**config.mk**
```make
export PLATFORM = sky130hd
export DESIGN_NAME = dwc_top
export DESIGN_NICKNAME = d
export VERILOG_FILES = /design/src/dwc_pkg.sv /design/src/dwc_ar_xlate.sv /design/src/dwc_r_packer.sv /design/src/dwc_read_ctrl.sv /design/src/dwc_top.sv
export VERILOG_INCLUDE_DIRS = /design/src
export SDC_FILE = /design/constraint.sdc
export NUM_CORES = 1
export LEC_CHECK = 0
export BUFFER_PORTS_ARGS = -buffer_cell sky130_fd_sc_hd__buf_4
export CORE_MARGIN = 5
export CORE_UTILIZATION = 49
export CTS_CLUSTER_DIAMETER = 200
export DETAILED_ROUTE_END_ITERATION = 6
export GPL_TIMING_DRIVEN = 1
export MAX_ROUTING_LAYER = met4
export PLACE_DENSITY = 0.89
export SLEW_MARGIN = 20
export SYNTH_ARGS = -nofsm -noshare
export SYNTH_HDL_FRONTEND = slang
export SYNTH_HIERARCHICAL = 1
export SYNTH_SLANG_ARGS = --single-unit
```
**constraint.sdc**
```tcl
create_clock -name clk_i -period 5.25 [get_ports clk_i]
set_input_delay 1.05 -clock clk_i [delete_from_list [all_inputs] [get_ports clk_i]]
set_output_delay 1.05 -clock clk_i [all_outputs]
set_load 0.01 [all_outputs]
```
**src/dwc_macros.svh**
```systemverilog
// Width macros for the AXI read downsizer, included by the package, the RTL and the testbench
`ifndef DWC_MACROS_SVH
`define DWC_MACROS_SVH

// Byte address width on both ports
`define DWC_ADDR_W 32

// Transaction ID width, same on both ports
`define DWC_ID_W 4

// Slave port faces the wide upstream manager
`define DWC_SLV_DW 64

// Master port faces the narrow memory
`define DWC_MST_DW 32

`endif

```
**src/dwc_pkg.sv**
```systemverilog
// Channel structs and enums shared by the downsizer RTL and its testbench
`include "dwc_macros.svh"

package dwc_pkg;

  // AXI burst encodings, 2'b11 is reserved
  typedef enum logic [1:0] {
    FIXED = 2'b00,
    INCR  = 2'b01,
    WRAP  = 2'b10
  } burst_e;

  // Numeric order doubles as severity order
  typedef enum logic [1:0] {
    OKAY   = 2'b00,
    EXOKAY = 2'b01,
    SLVERR = 2'b10,
    DECERR = 2'b11
  } resp_e;

  // Read request, used on both ports
  typedef struct packed {
    logic [`DWC_ID_W-1:0]   id;
    logic [`DWC_ADDR_W-1:0] addr;
    logic [7:0]             len;
    logic [2:0]             size;
    burst_e                 burst;
  } ar_chan_t;

  // Narrow read beat from the memory
  typedef struct packed {
    logic [`DWC_ID_W-1:0]   id;
    logic [`DWC_MST_DW-1:0] data;
    resp_e                  resp;
    logic                   last;
  } mst_r_chan_t;

  // Wide read beat back to the manager
  typedef struct packed {
    logic [`DWC_ID_W-1:0]   id;
    logic [`DWC_SLV_DW-1:0] data;
    resp_e                  resp;
    logic                   last;
  } slv_r_chan_t;

  // Read controller FSM
  typedef enum logic [1:0] {
    RD_IDLE,    // Waiting for a request
    RD_ISSUE,   // Narrow request on mst_ar
    RD_COLLECT, // Packing narrow beats
    RD_ERROR    // Local SLVERR beats
  } rd_state_e;

endpackage

```
**src/dwc_ar_xlate.sv**
```systemverilog
// Combinational check of a wide read request and translation into the narrow master request
`include "dwc_macros.svh"

module dwc_ar_xlate (
  input  dwc_pkg::ar_chan_t req_i,
  output dwc_pkg::ar_chan_t req_o,
  output logic              supported_o
);

  // Byte offset bits inside one beat of each port
  localparam int unsigned slv_off_w = $clog2(`DWC_SLV_DW / 8);
  localparam int unsigned mst_off_w = $clog2(`DWC_MST_DW / 8);
  localparam logic [2:0]  slv_size  = 3'(slv_off_w);
  localparam logic [2:0]  mst_size  = 3'(mst_off_w);

  logic       burst_ok;
  logic       size_ok;
  logic       align_ok;
  logic       len_ok;
  logic [8:0] nar_len;

  // Every wide beat splits into two narrow beats, so len becomes 2*len+1
  assign nar_len = {req_i.len, 1'b0} + 9'd1;

  // Above 128 wide beats the narrow burst would need more than 256 beats
  assign len_ok = ~nar_len[8];

  always_comb begin
    burst_ok = 1'b0;
    case (req_i.burst)
      dwc_pkg::INCR: begin
        burst_ok = 1'b1;
      end
      dwc_pkg::FIXED: begin
        // A single beat FIXED burst is the same as INCR
        burst_ok = (req_i.len == 8'd0);
      end
      default: begin
        burst_ok = 1'b0; // WRAP and reserved
      end
    endcase
  end

  assign size_ok  = (req_i.size == slv_size);                 // Full width only
  assign align_ok = (req_i.addr[slv_off_w-1:0] == '0);        // Low lane comes first

  assign supported_o = burst_ok & size_ok & align_ok & len_ok;

  // Narrow request keeps id and address
  always_comb begin
    req_o       = req_i;
    req_o.len   = nar_len[7:0];
    req_o.size  = mst_size;
    req_o.burst = dwc_pkg::INCR;
  end

endmodule

```
**src/dwc_r_packer.sv**
```systemverilog
// Read beat packer that joins narrow beat pairs into wide beats or emits local SLVERR beats
`include "dwc_macros.svh"

module dwc_r_packer (
  input  logic                 clk_i,
  input  logic                 arst_n_i,
  input  logic                 start_i,
  input  logic                 err_mode_i,
  input  logic [`DWC_ID_W-1:0] id_i,
  input  logic [7:0]           len_i,
  input  dwc_pkg::mst_r_chan_t mst_r_i,
  input  logic                 mst_r_valid_i,
  output logic                 mst_r_ready_o,
  output dwc_pkg::slv_r_chan_t slv_r_o,
  output logic                 slv_r_valid_o,
  input  logic                 slv_r_ready_i,
  output logic                 done_o
);

  logic                   active_q;
  logic                   err_q;
  logic                   hi_lane_q;  // Next narrow beat is the upper half
  logic                   valid_q;
  logic [7:0]             cnt_q;      // Error beats left after the current one
  logic [`DWC_MST_DW-1:0] lo_data_q;
  dwc_pkg::resp_e         lo_resp_q;
  dwc_pkg::resp_e         worst_resp;
  dwc_pkg::slv_r_chan_t   beat_q;
  logic                   slv_free;
  logic                   mst_hs;
  logic                   slv_hs;

  // Output slot is empty or drains this cycle
  assign slv_free      = ~valid_q | slv_r_ready_i;
  assign mst_r_ready_o = active_q & ~err_q & slv_free;
  assign mst_hs        = mst_r_valid_i & mst_r_ready_o;
  assign slv_hs        = valid_q & slv_r_ready_i;

  assign slv_r_o       = beat_q;
  assign slv_r_valid_o = valid_q;
  assign done_o        = slv_hs & beat_q.last;

  // Worse of the two halves wins
  assign worst_resp = (mst_r_i.resp > lo_resp_q) ? mst_r_i.resp : lo_resp_q;

  always_ff @(posedge clk_i or negedge arst_n_i) begin
    if (!arst_n_i) begin
      active_q  <= 1'b0;
      err_q     <= 1'b0;
      hi_lane_q <= 1'b0;
      valid_q   <= 1'b0;
      cnt_q     <= 8'd0;
    end else if (start_i) begin
      active_q  <= 1'b1;
      err_q     <= err_mode_i;
      hi_lane_q <= 1'b0;
      valid_q   <= err_mode_i; // First error beat is ready at once
      cnt_q     <= len_i;
    end else begin
      if (done_o) begin
        active_q <= 1'b0;
      end
      if (err_q) begin
        if (slv_hs && beat_q.last) begin
          valid_q <= 1'b0;
        end else if (slv_hs) begin
          cnt_q <= cnt_q - 8'd1;
        end
      end else begin
        if (mst_hs) begin
          hi_lane_q <= ~hi_lane_q;
        end
        if (mst_hs && hi_lane_q) begin
          valid_q <= 1'b1;   // New wide beat replaces the drained one
        end else if (slv_hs) begin
          valid_q <= 1'b0;
        end
      end
    end
  end

  // Beat payload
  always_ff @(posedge clk_i) begin
    if (start_i && err_mode_i) begin
      beat_q <= '{id: id_i, data: '0, resp: dwc_pkg::SLVERR, last: (len_i == 8'd0)};
    end else if (start_i) begin
      beat_q.id <= id_i;
    end else if (err_q) begin
      if (slv_hs) begin
        beat_q.last <= (cnt_q == 8'd1);
      end
    end else if (mst_hs && hi_lane_q) begin
      beat_q.id   <= mst_r_i.id;
      beat_q.data <= {mst_r_i.data, lo_data_q};
      beat_q.resp <= worst_resp;
      beat_q.last <= mst_r_i.last;
    end else if (mst_hs) begin
      lo_data_q <= mst_r_i.data;
      lo_resp_q <= mst_r_i.resp;
    end
  end

endmodule

```
**src/dwc_read_ctrl.sv**
```systemverilog
// Read burst FSM that accepts one wide request at a time, issues the narrow request and starts the packer
`include "dwc_macros.svh"

module dwc_read_ctrl (
  input  logic                 clk_i,
  input  logic                 arst_n_i,
  input  dwc_pkg::ar_chan_t    slv_ar_i,
  input  logic                 slv_ar_valid_i,
  output logic                 slv_ar_ready_o,
  output dwc_pkg::ar_chan_t    mst_ar_o,
  output logic                 mst_ar_valid_o,
  input  logic                 mst_ar_ready_i,
  output logic                 pk_start_o,
  output logic                 pk_err_mode_o,
  output logic [`DWC_ID_W-1:0] pk_id_o,
  output logic [7:0]           pk_len_o,
  input  logic                 pk_done_i
);

  dwc_pkg::rd_state_e state_q;
  dwc_pkg::rd_state_e state_d;
  dwc_pkg::ar_chan_t  xlat_req;
  dwc_pkg::ar_chan_t  mst_ar_q;
  logic               xlat_ok;
  logic               accept;

  dwc_ar_xlate u_xlate (
    .req_i      (slv_ar_i),
    .req_o      (xlat_req),
    .supported_o(xlat_ok)
  );

  // Only one burst in flight
  assign slv_ar_ready_o = (state_q == dwc_pkg::RD_IDLE);
  assign accept         = slv_ar_valid_i & slv_ar_ready_o;

  assign mst_ar_valid_o = (state_q == dwc_pkg::RD_ISSUE);
  assign mst_ar_o       = mst_ar_q;

  // Packer is armed in the accept cycle
  assign pk_start_o    = accept;
  assign pk_err_mode_o = ~xlat_ok;
  assign pk_id_o       = slv_ar_i.id;
  assign pk_len_o      = slv_ar_i.len;

  always_comb begin
    state_d = state_q;
    case (state_q)
      dwc_pkg::RD_IDLE: begin
        if (accept && xlat_ok) begin
          state_d = dwc_pkg::RD_ISSUE;
        end else if (accept) begin
          state_d = dwc_pkg::RD_ERROR; // Answered locally, nothing forwarded
        end
      end
      dwc_pkg::RD_ISSUE: begin
        if (mst_ar_ready_i) begin
          state_d = dwc_pkg::RD_COLLECT;
        end
      end
      dwc_pkg::RD_COLLECT,
      dwc_pkg::RD_ERROR: begin
        // Packer signals the last wide beat
        if (pk_done_i) begin
          state_d = dwc_pkg::RD_IDLE;
        end
      end
      default: begin
        state_d = dwc_pkg::RD_IDLE;
      end
    endcase
  end

  always_ff @(posedge clk_i or negedge arst_n_i) begin
    if (!arst_n_i) begin
      state_q <= dwc_pkg::RD_IDLE;
    end else begin
      state_q <= state_d;
    end
  end

  // Narrow request held stable while mst_ar is valid
  always_ff @(posedge clk_i) begin
    if (accept) begin
      mst_ar_q <= xlat_req;
    end
  end

endmodule

```
**src/dwc_top.sv**
```systemverilog
// Top level of the 64 to 32 bit AXI read downsizer, joining the controller and the packer
`include "dwc_macros.svh"

module dwc_top (
  input  logic                 clk_i,
  input  logic                 arst_n_i,
  // Wide slave port
  input  dwc_pkg::ar_chan_t    slv_ar_i,
  input  logic                 slv_ar_valid_i,
  output logic                 slv_ar_ready_o,
  output dwc_pkg::slv_r_chan_t slv_r_o,
  output logic                 slv_r_valid_o,
  input  logic                 slv_r_ready_i,
  // Narrow master port
  output dwc_pkg::ar_chan_t    mst_ar_o,
  output logic                 mst_ar_valid_o,
  input  logic                 mst_ar_ready_i,
  input  dwc_pkg::mst_r_chan_t mst_r_i,
  input  logic                 mst_r_valid_i,
  output logic                 mst_r_ready_o
);

  logic                 pk_start;
  logic                 pk_err_mode;
  logic [`DWC_ID_W-1:0] pk_id;
  logic [7:0]           pk_len;
  logic                 pk_done;

  dwc_read_ctrl u_ctrl (
    .clk_i         (clk_i),
    .arst_n_i      (arst_n_i),
    .slv_ar_i      (slv_ar_i),
    .slv_ar_valid_i(slv_ar_valid_i),
    .slv_ar_ready_o(slv_ar_ready_o),
    .mst_ar_o      (mst_ar_o),
    .mst_ar_valid_o(mst_ar_valid_o),
    .mst_ar_ready_i(mst_ar_ready_i),
    .pk_start_o    (pk_start),
    .pk_err_mode_o (pk_err_mode),
    .pk_id_o       (pk_id),
    .pk_len_o      (pk_len),
    .pk_done_i     (pk_done)
  );

  dwc_r_packer u_packer (
    .clk_i        (clk_i),
    .arst_n_i     (arst_n_i),
    .start_i      (pk_start),
    .err_mode_i   (pk_err_mode),
    .id_i         (pk_id),
    .len_i        (pk_len),
    .mst_r_i      (mst_r_i),
    .mst_r_valid_i(mst_r_valid_i),
    .mst_r_ready_o(mst_r_ready_o),
    .slv_r_o      (slv_r_o),
    .slv_r_valid_o(slv_r_valid_o),
    .slv_r_ready_i(slv_r_ready_i),
    .done_o       (pk_done)
  );

endmodule

```
==> results of run 1 <==
## power by group
| part | total (mW) | internal, mW | switching, mW |
|---|---|---|---|
| Combinational | 1.14 | 0.610 | 0.533 |
| Clock | 1.18 | 0.661 | 0.519 |
| Sequential | 1.97 | 1.75 | 0.218 |
## worst max path at each step
stage                   start                         endpoint  cells after the start
2_1_floorplan  slv_ar_valid_i  u_packer/lo_data_q[0]$_DFFE_PP_                      4
3_3_place_gp     slv_ar_i[12]    u_packer/slv_r_o[0]$_DFFE_PP_                      8
3_5_place_dp   slv_ar_valid_i    u_packer/slv_r_o[0]$_DFFE_PP_                      6
4_1_cts         slv_r_ready_i                    mst_r_ready_o                      4
5_1_grt         slv_r_ready_i                    mst_r_ready_o                      4
6_report        slv_r_ready_i                    mst_r_ready_o                      4
## state kept, by name, summed over array words and instances, names as in the netlist
| register | flops |
|---|---|
| u_packer/slv_r_valid_o | 1 |
| u_ctrl/state_q | 2 |
| u_packer/active_q | 1 |
| u_packer/cnt_q | 8 |
| u_packer/lo_data_q | 32 |
| u_ctrl/mst_ar_o | 49 |
| u_packer/slv_r_o | 71 |
| u_packer/lo_resp_q | 2 |
| u_packer/err_q | 1 |
| u_packer/hi_lane_q | 1 |
## layout make-up
class / count / area [sq um] / area share (%)
timing repair buffer: 221 / 1660 / 20.6
tap: 168 / 210 / 2.62
sequential: 168 / 4310 / 53.7
inverter: 11 / 41.3 / 0.514
clock inverter: 12 / 103 / 1.28
clock buffer: 20 / 468 / 5.82
multi-input combinational: 164 / 1240 / 15.5
## cells by family (layout without fill, tap and decap cells)
family	after synthesis	count (layout)
other	2	6
DFF	168	168
muxes	1	1
AOI/OAI and AO/OA	90	90
xor gates and xnor gates	8	8
buffers and inverters	89	264
adders and majority gates	5	5
and+or+nand+nor	54	54
## worst reg2reg max path: cells and delay by family, from the launching register on
family	cells	cell delay (ns)
and+or+nand+nor	4	0.91
buffers and inverters	1	0.54
DFF	1	0.44
AOI/OAI and AO/OA	2	0.34
## cell usage in the layout (no fill, tap or decap), types with 2 or more instances in the layout
cell type and count:
nand2_1 15, a22o_1 68, xnor2_1 6, nor2_1 9, clkbuf_16 18, or4_1 3
inv_1 11, edfxtp_1 88, nor4_1 3, nor2b_1 2, a21oi_1 3, xor2_1 2
nor3b_1 2, o21ai_0 10, dfrtp_1 14, conb_1 6, inv_8 2, clkinv_4 3
ha_1 5, dfxtp_1 66, inv_6 5, buf_4 221, nor3_1 5
## stage by stage
step | cells | setup WS (ns)
floorplan | 421 | 0.0876
global placement | 732 | 2.29
detailed placement | 732 | 2.20
CTS | 764 | 2.46
global route | 764 | 2.41
finish | 764 | 2.47
## metal layers
layer  part of all wire, %  track usage [%]
met1                    41             22.9
met2                    45             26.7
met3                    12             8.02
met4                   1.7             7.56
met5                     0                -
==> flow_summary.ini, run 1 <==
[outcome]
status = finished, final reports clean

[route]
avgViaCountPerCell = 5.02
drt-total-wl_um = 13500
dr.first_iter.drc_count = 232
via_count = 3835
ant_nets = 0
drc = 0
wire_per_inst_um = 17.6
firstDrtPassIters = 4

[worst_setup_path]
cpMostUsedCell = buf_4
worstSetupPathType = in -> out
critPathArrivalTime_ns = 1.73
start_kind = primary input
reg2reg_to = u_packer/slv_r_o[0]$_DFFE_PP_
required_ns = 4.20
crit_fanout = 6
crit_family = simple AND/OR/NAND/NOR gates
reg2reg_depth = 7
r2r-start = u_ctrl/state_q[1]$_DFFE_PN0P_
path_buf_inv = 2
max_stage_delay_ns = 0.25
regToRegSetupSlack_ns = 2.73
slowest_stage = nor2b_1
end_kind = output port
path_cells = buf_4, nor2b_1, nor3_1, buf_4

[global_routing]
first_global_vias = 3896
overflow = 0
grt_antenna_before_repair = 0
grt_pass1_wl_um = 20300
grt_max_degree = 73
track_usage_pct = 18.5

[power]
power_density_nw_per_um2 = 534
ir_drop_mv = 0.401
p_total_mw = 4.29
leakagePower_nw = 3.46

[synth]
synthFlopType = edfxtp_1
ys_warn_count = 6
synth-compound-area-share_pct = 12.1
synth_xor_area_share_pct = 1.15
synth_commonest_cells = 88 x edfxtp_1, 68 x a22o_1, 66 x dfxtp_1, 61 x buf_4, 15 x nand2_1
synth_fa_ha_area_share_pct = 1.03
synth-simple-area-share_pct = 5.32
seq_area_frac_synth_pct = 70.8
synth_edf_count = 88
syn_inst = 417
synth.distinct_cells = 45
synth_seq_cells = 168
synth_top_family_by_area = compound AO/OA/AOI/OAI gates
ys_async_sr_fraction_pct = 8.33
synth_mux_area_share_pct = 0.164
synth_top_area_cell = edfxtp_1
syn_area_sq_um = 6090
syn_avg_cell_area_sq_um = 14.6
synth.most_common_cell = edfxtp_1
ys_top_cells_by_area = edfxtp_1 43%, dfxtp_1 22%, a22o_1 9.8%
synth_top_area_share_pct = 43.4

[cts]
clk_root_buffer_cell = clkbuf_16
insertion_delay_ns = 0.42
cts_buffers = 17
cts_tree = done
htreeDepth = 4
cts_buffer_depth = 2
ctsHoldBuffers = 0
cts_sinks = 168
cts.clk_slew.worst_paths_ns = 0.07
cts_resized = 0
postCtsSetupRepairBufs = 0

[layout]
fillCellCount = 831
nets = 682
syn_to_final_growth_pct = 31.9
fin_util_pct = 66.4
n_antenna_cell = 0
drive_above_1_share_pct = 43.8
stdcell_area_sq_um = 8040

[floorplan]
initial_core_util_pct = 50.3
coreArea_sq_um = 12100
die_w_um = 122
fp.dieH_um = 122
dieArea_sq_um = 14800
rows = 40
num_io_pins = 218

[hold_path]
holdCritPathClass = in -> async

[timing]
hold_viol_final = 0
slew_headroom_pct = 51.1
rsz0062_at_grt = no
tns_ns = 0
final_max_slew_viol_count = 0
fmax_mhz = 359
setup_viol = 0
fin_crit_ns = 2.78
timing.final.crit_share_pct = 53.0
worst_pin_slew_ns = 0.734
fin_skew_ns = 0.00603
hold_slack_ns = 0.464

[job]
drv_cap = 0

[placed_design]
dpl_cell_area_sq_um = 7470
dp_hpwl_um = 9720
port_buffers = 217
gp_congestion = 0.849
No activity file was read; power rests on OpenSTA's default activity.
==> inputs of run 2 (changes only) <==
--- a/config.mk
+++ b/config.mk
@@ -8,12 +8,12 @@
 export LEC_CHECK = 0
 export BUFFER_PORTS_ARGS = -buffer_cell sky130_fd_sc_hd__buf_4
 export CORE_MARGIN = 5
-export CORE_UTILIZATION = 49
+export CORE_UTILIZATION = 45
 export CTS_CLUSTER_DIAMETER = 200
 export DETAILED_ROUTE_END_ITERATION = 6
 export GPL_TIMING_DRIVEN = 1
 export MAX_ROUTING_LAYER = met4
-export PLACE_DENSITY = 0.89
+export PLACE_DENSITY = 0.86
 export SLEW_MARGIN = 20
 export SYNTH_ARGS = -nofsm -noshare
 export SYNTH_HDL_FRONTEND = slang
==> constraint.sdc (replaced) <==
create_clock -name clk_i -period 2.42 [get_ports clk_i]
set_input_delay 0.484 -clock clk_i [delete_from_list [all_inputs] [get_ports clk_i]]
set_output_delay 0.484 -clock clk_i [all_outputs]
set_load 0.01 [all_outputs]
==> flow_summary.ini, run 2 (same netlist as run 1, synthesis figures left out) <==
[outcome]
status = finished, final reports clean

[cts]
cts_tree = done
cts.clk_slew.worst_paths_ns = 0.07
cts_buffers = 17
clk_root_buffer_cell = clkbuf_16
cts_buffer_depth = 2
htreeDepth = 4
cts_resized = 0
insertion_delay_ns = 0.42
cts_sinks = 168

[worst_setup_path]
crit_fanout = 48
start_kind = register
reg2reg_depth = 8
path_cells = nor2_2, and2_4, nand4bb_1, nor4_4, buf_4, buf_12, o21ai_0, a21oi_1
worstSetupPathType = reg -> reg
slowest_stage = dfrtp_1
critPathArrivalTime_ns = 2.32
reg2reg_to = u_packer/slv_r_o[1]$_SDFFE_PP0P_
crit_family = simple AND/OR/NAND/NOR gates
path_buf_inv = 2
required_ns = 2.77
max_stage_delay_ns = 0.47
regToRegSetupSlack_ns = 0.45
r2r-start = u_ctrl/state_q[1]$_DFFE_PN0P_
end_kind = register

[timing]
setup_viol = 0
hold_slack_ns = 0.236
fin_skew_ns = 0.00798
timing.final.crit_share_pct = 81.4
layout_setup_ws_ns = 0.449
hold_viol_final = 0
slew_headroom_pct = 63.7
fin_crit_ns = 1.97
tns_ns = 0
rsz0062_at_grt = no
fmax_mhz = 507
worst_pin_slew_ns = 0.544
final_max_slew_viol_count = 0

[layout]
n_antenna_cell = 0
drive_above_1_share_pct = 44.8
nets = 687
syn_to_final_growth_pct = 34.6
final_cell_mix = 222 x buf_4, 88 x edfxtp_1, 68 x a22o_1
final_common_cell = buf_4
largest_register_ffs = 71
stdcell_count = 777

[route]
via_count = 3880
drt-total-wl_um = 14200
avgViaCountPerCell = 4.99
wire_per_inst_um = 18.2
ant_nets = 0
dr.first_iter.drc_count = 284
drc = 0
firstDrtPassIters = 4

[global_routing]
track_usage_pct = 18.4
grt_max_degree = 60
overflow = 0
grt_pass1_wl_um = 22200
first_global_vias = 4022
grt_antenna_before_repair = 0

[floorplan]
num_io_pins = 218
fp.dieH_um = 126
coreArea_sq_um = 13200
rows = 42
initial_core_util_pct = 46.0
die_w_um = 126
dieArea_sq_um = 16000

[power]
leakagePower_nw = 3.52
ir_drop_mv = 0.793
power_density_nw_per_um2 = 1170

[hold_path]
holdCritPathClass = in -> reg
hold_start = slv_ar_i[40]
min_path_cells = 1
min_to = u_ctrl/mst_ar_o[40]$_DFFE_PP_

[placed_design]
dp_hpwl_um = 10300
port_buffers = 217
gp_congestion = 0.900
pre_cts_slack_ns = 0.319
place_inst = 744

[job]
drv_cap = 0
==> run 2: cell count changes in the layout (fill, tap and decap cells not counted), sizes merged <==
cell | before | now
buf | 221 | 225
clkbuf | 20 | 21
bufinv | 0 | 2
inv | 19 | 16
dlygate4sd3 | 0 | 1
==> run 2: power by group <==
part           total [mW]  switching, mW  internal [mW]
registers            4.28          0.484           3.80
clock network        2.78           1.10           1.68
logic                2.57           1.18           1.38
==> run 2: repair_timing <==
action                                 in CTS  in global routing
setup endpoints to repair                   0                  0
buffers inserted                            0                  0
endpoints found under the hold margin      14                  0
hold buffers                                1                  0
==> run 2: worst register-to-register path, delay by kind of cell, from the launching register on <==
| family | cells | cell delay (ns) |
|---|---|---|
| simple gates | 4 | 0.79 |
| flops | 1 | 0.47 |
| buf+inv | 2 | 0.43 |
| compound gates | 2 | 0.23 |
==> run 2: through the flow <==
step                      area, sq um  util [%]  power, mW
after detailed placement         7570      57.1       6.89
after global placement           7570      57.1       6.77
after global routing             8200      61.9       10.1
final                            8200      61.9       9.63
after floorplan                  6150         -       5.56
after CTS                        8200      61.9       9.71
==> run 2: worst max path at each step <==
| stage | start | to | slack (ns) | cells past startpoint |
|---|---|---|---|---|
| after global routing | u_ctrl/state_q[1]$_DFFE_PN0P_ | u_packer/slv_r_o[1]$_SDFFE_PP0P_ | 0.29 | 8 |
| after CTS | u_ctrl/state_q[1]$_DFFE_PN0P_ | u_packer/slv_r_o[1]$_SDFFE_PP0P_ | 0.40 | 8 |
| final | u_ctrl/state_q[1]$_DFFE_PN0P_ | u_packer/slv_r_o[1]$_SDFFE_PP0P_ | 0.45 | 8 |
| after global placement | slv_ar_valid_i | u_packer/slv_r_o[1]$_SDFFE_PP0P_ | 0.39 | 8 |
| after detailed placement | slv_ar_valid_i | u_packer/slv_r_o[1]$_SDFFE_PP0P_ | 0.32 | 8 |
| after floorplan | u_ctrl/state_q[1]$_DFFE_PN0P_ | u_packer/lo_data_q[0]$_DFFE_PP_ | 0.01 | 5 |
==> run 2: per-layer routing <==
| metal | share of wire [%] | vias to the layer above | GRT usage, % |
|---|---|---|---|
| met2 | 47 | 210 | 28.5 |
| met1 | 41 | 1837 | 22.4 |
| met5 | 0 | - | - |
| met3 | 9.8 | 17 | 6.64 |
| li1 | - | 1816 | - |
| met4 | 1.5 | 0 | 6.50 |
==> run 2: final cells by class <==
cell class	count	area (sq um)
fill	981	5040
inverter	11	41.3
multi-input combinational	164	1260
tap	176	220
clock inverter	11	131
sequential	168	4320
timing repair buffer	226	1740
clock buffer	21	492
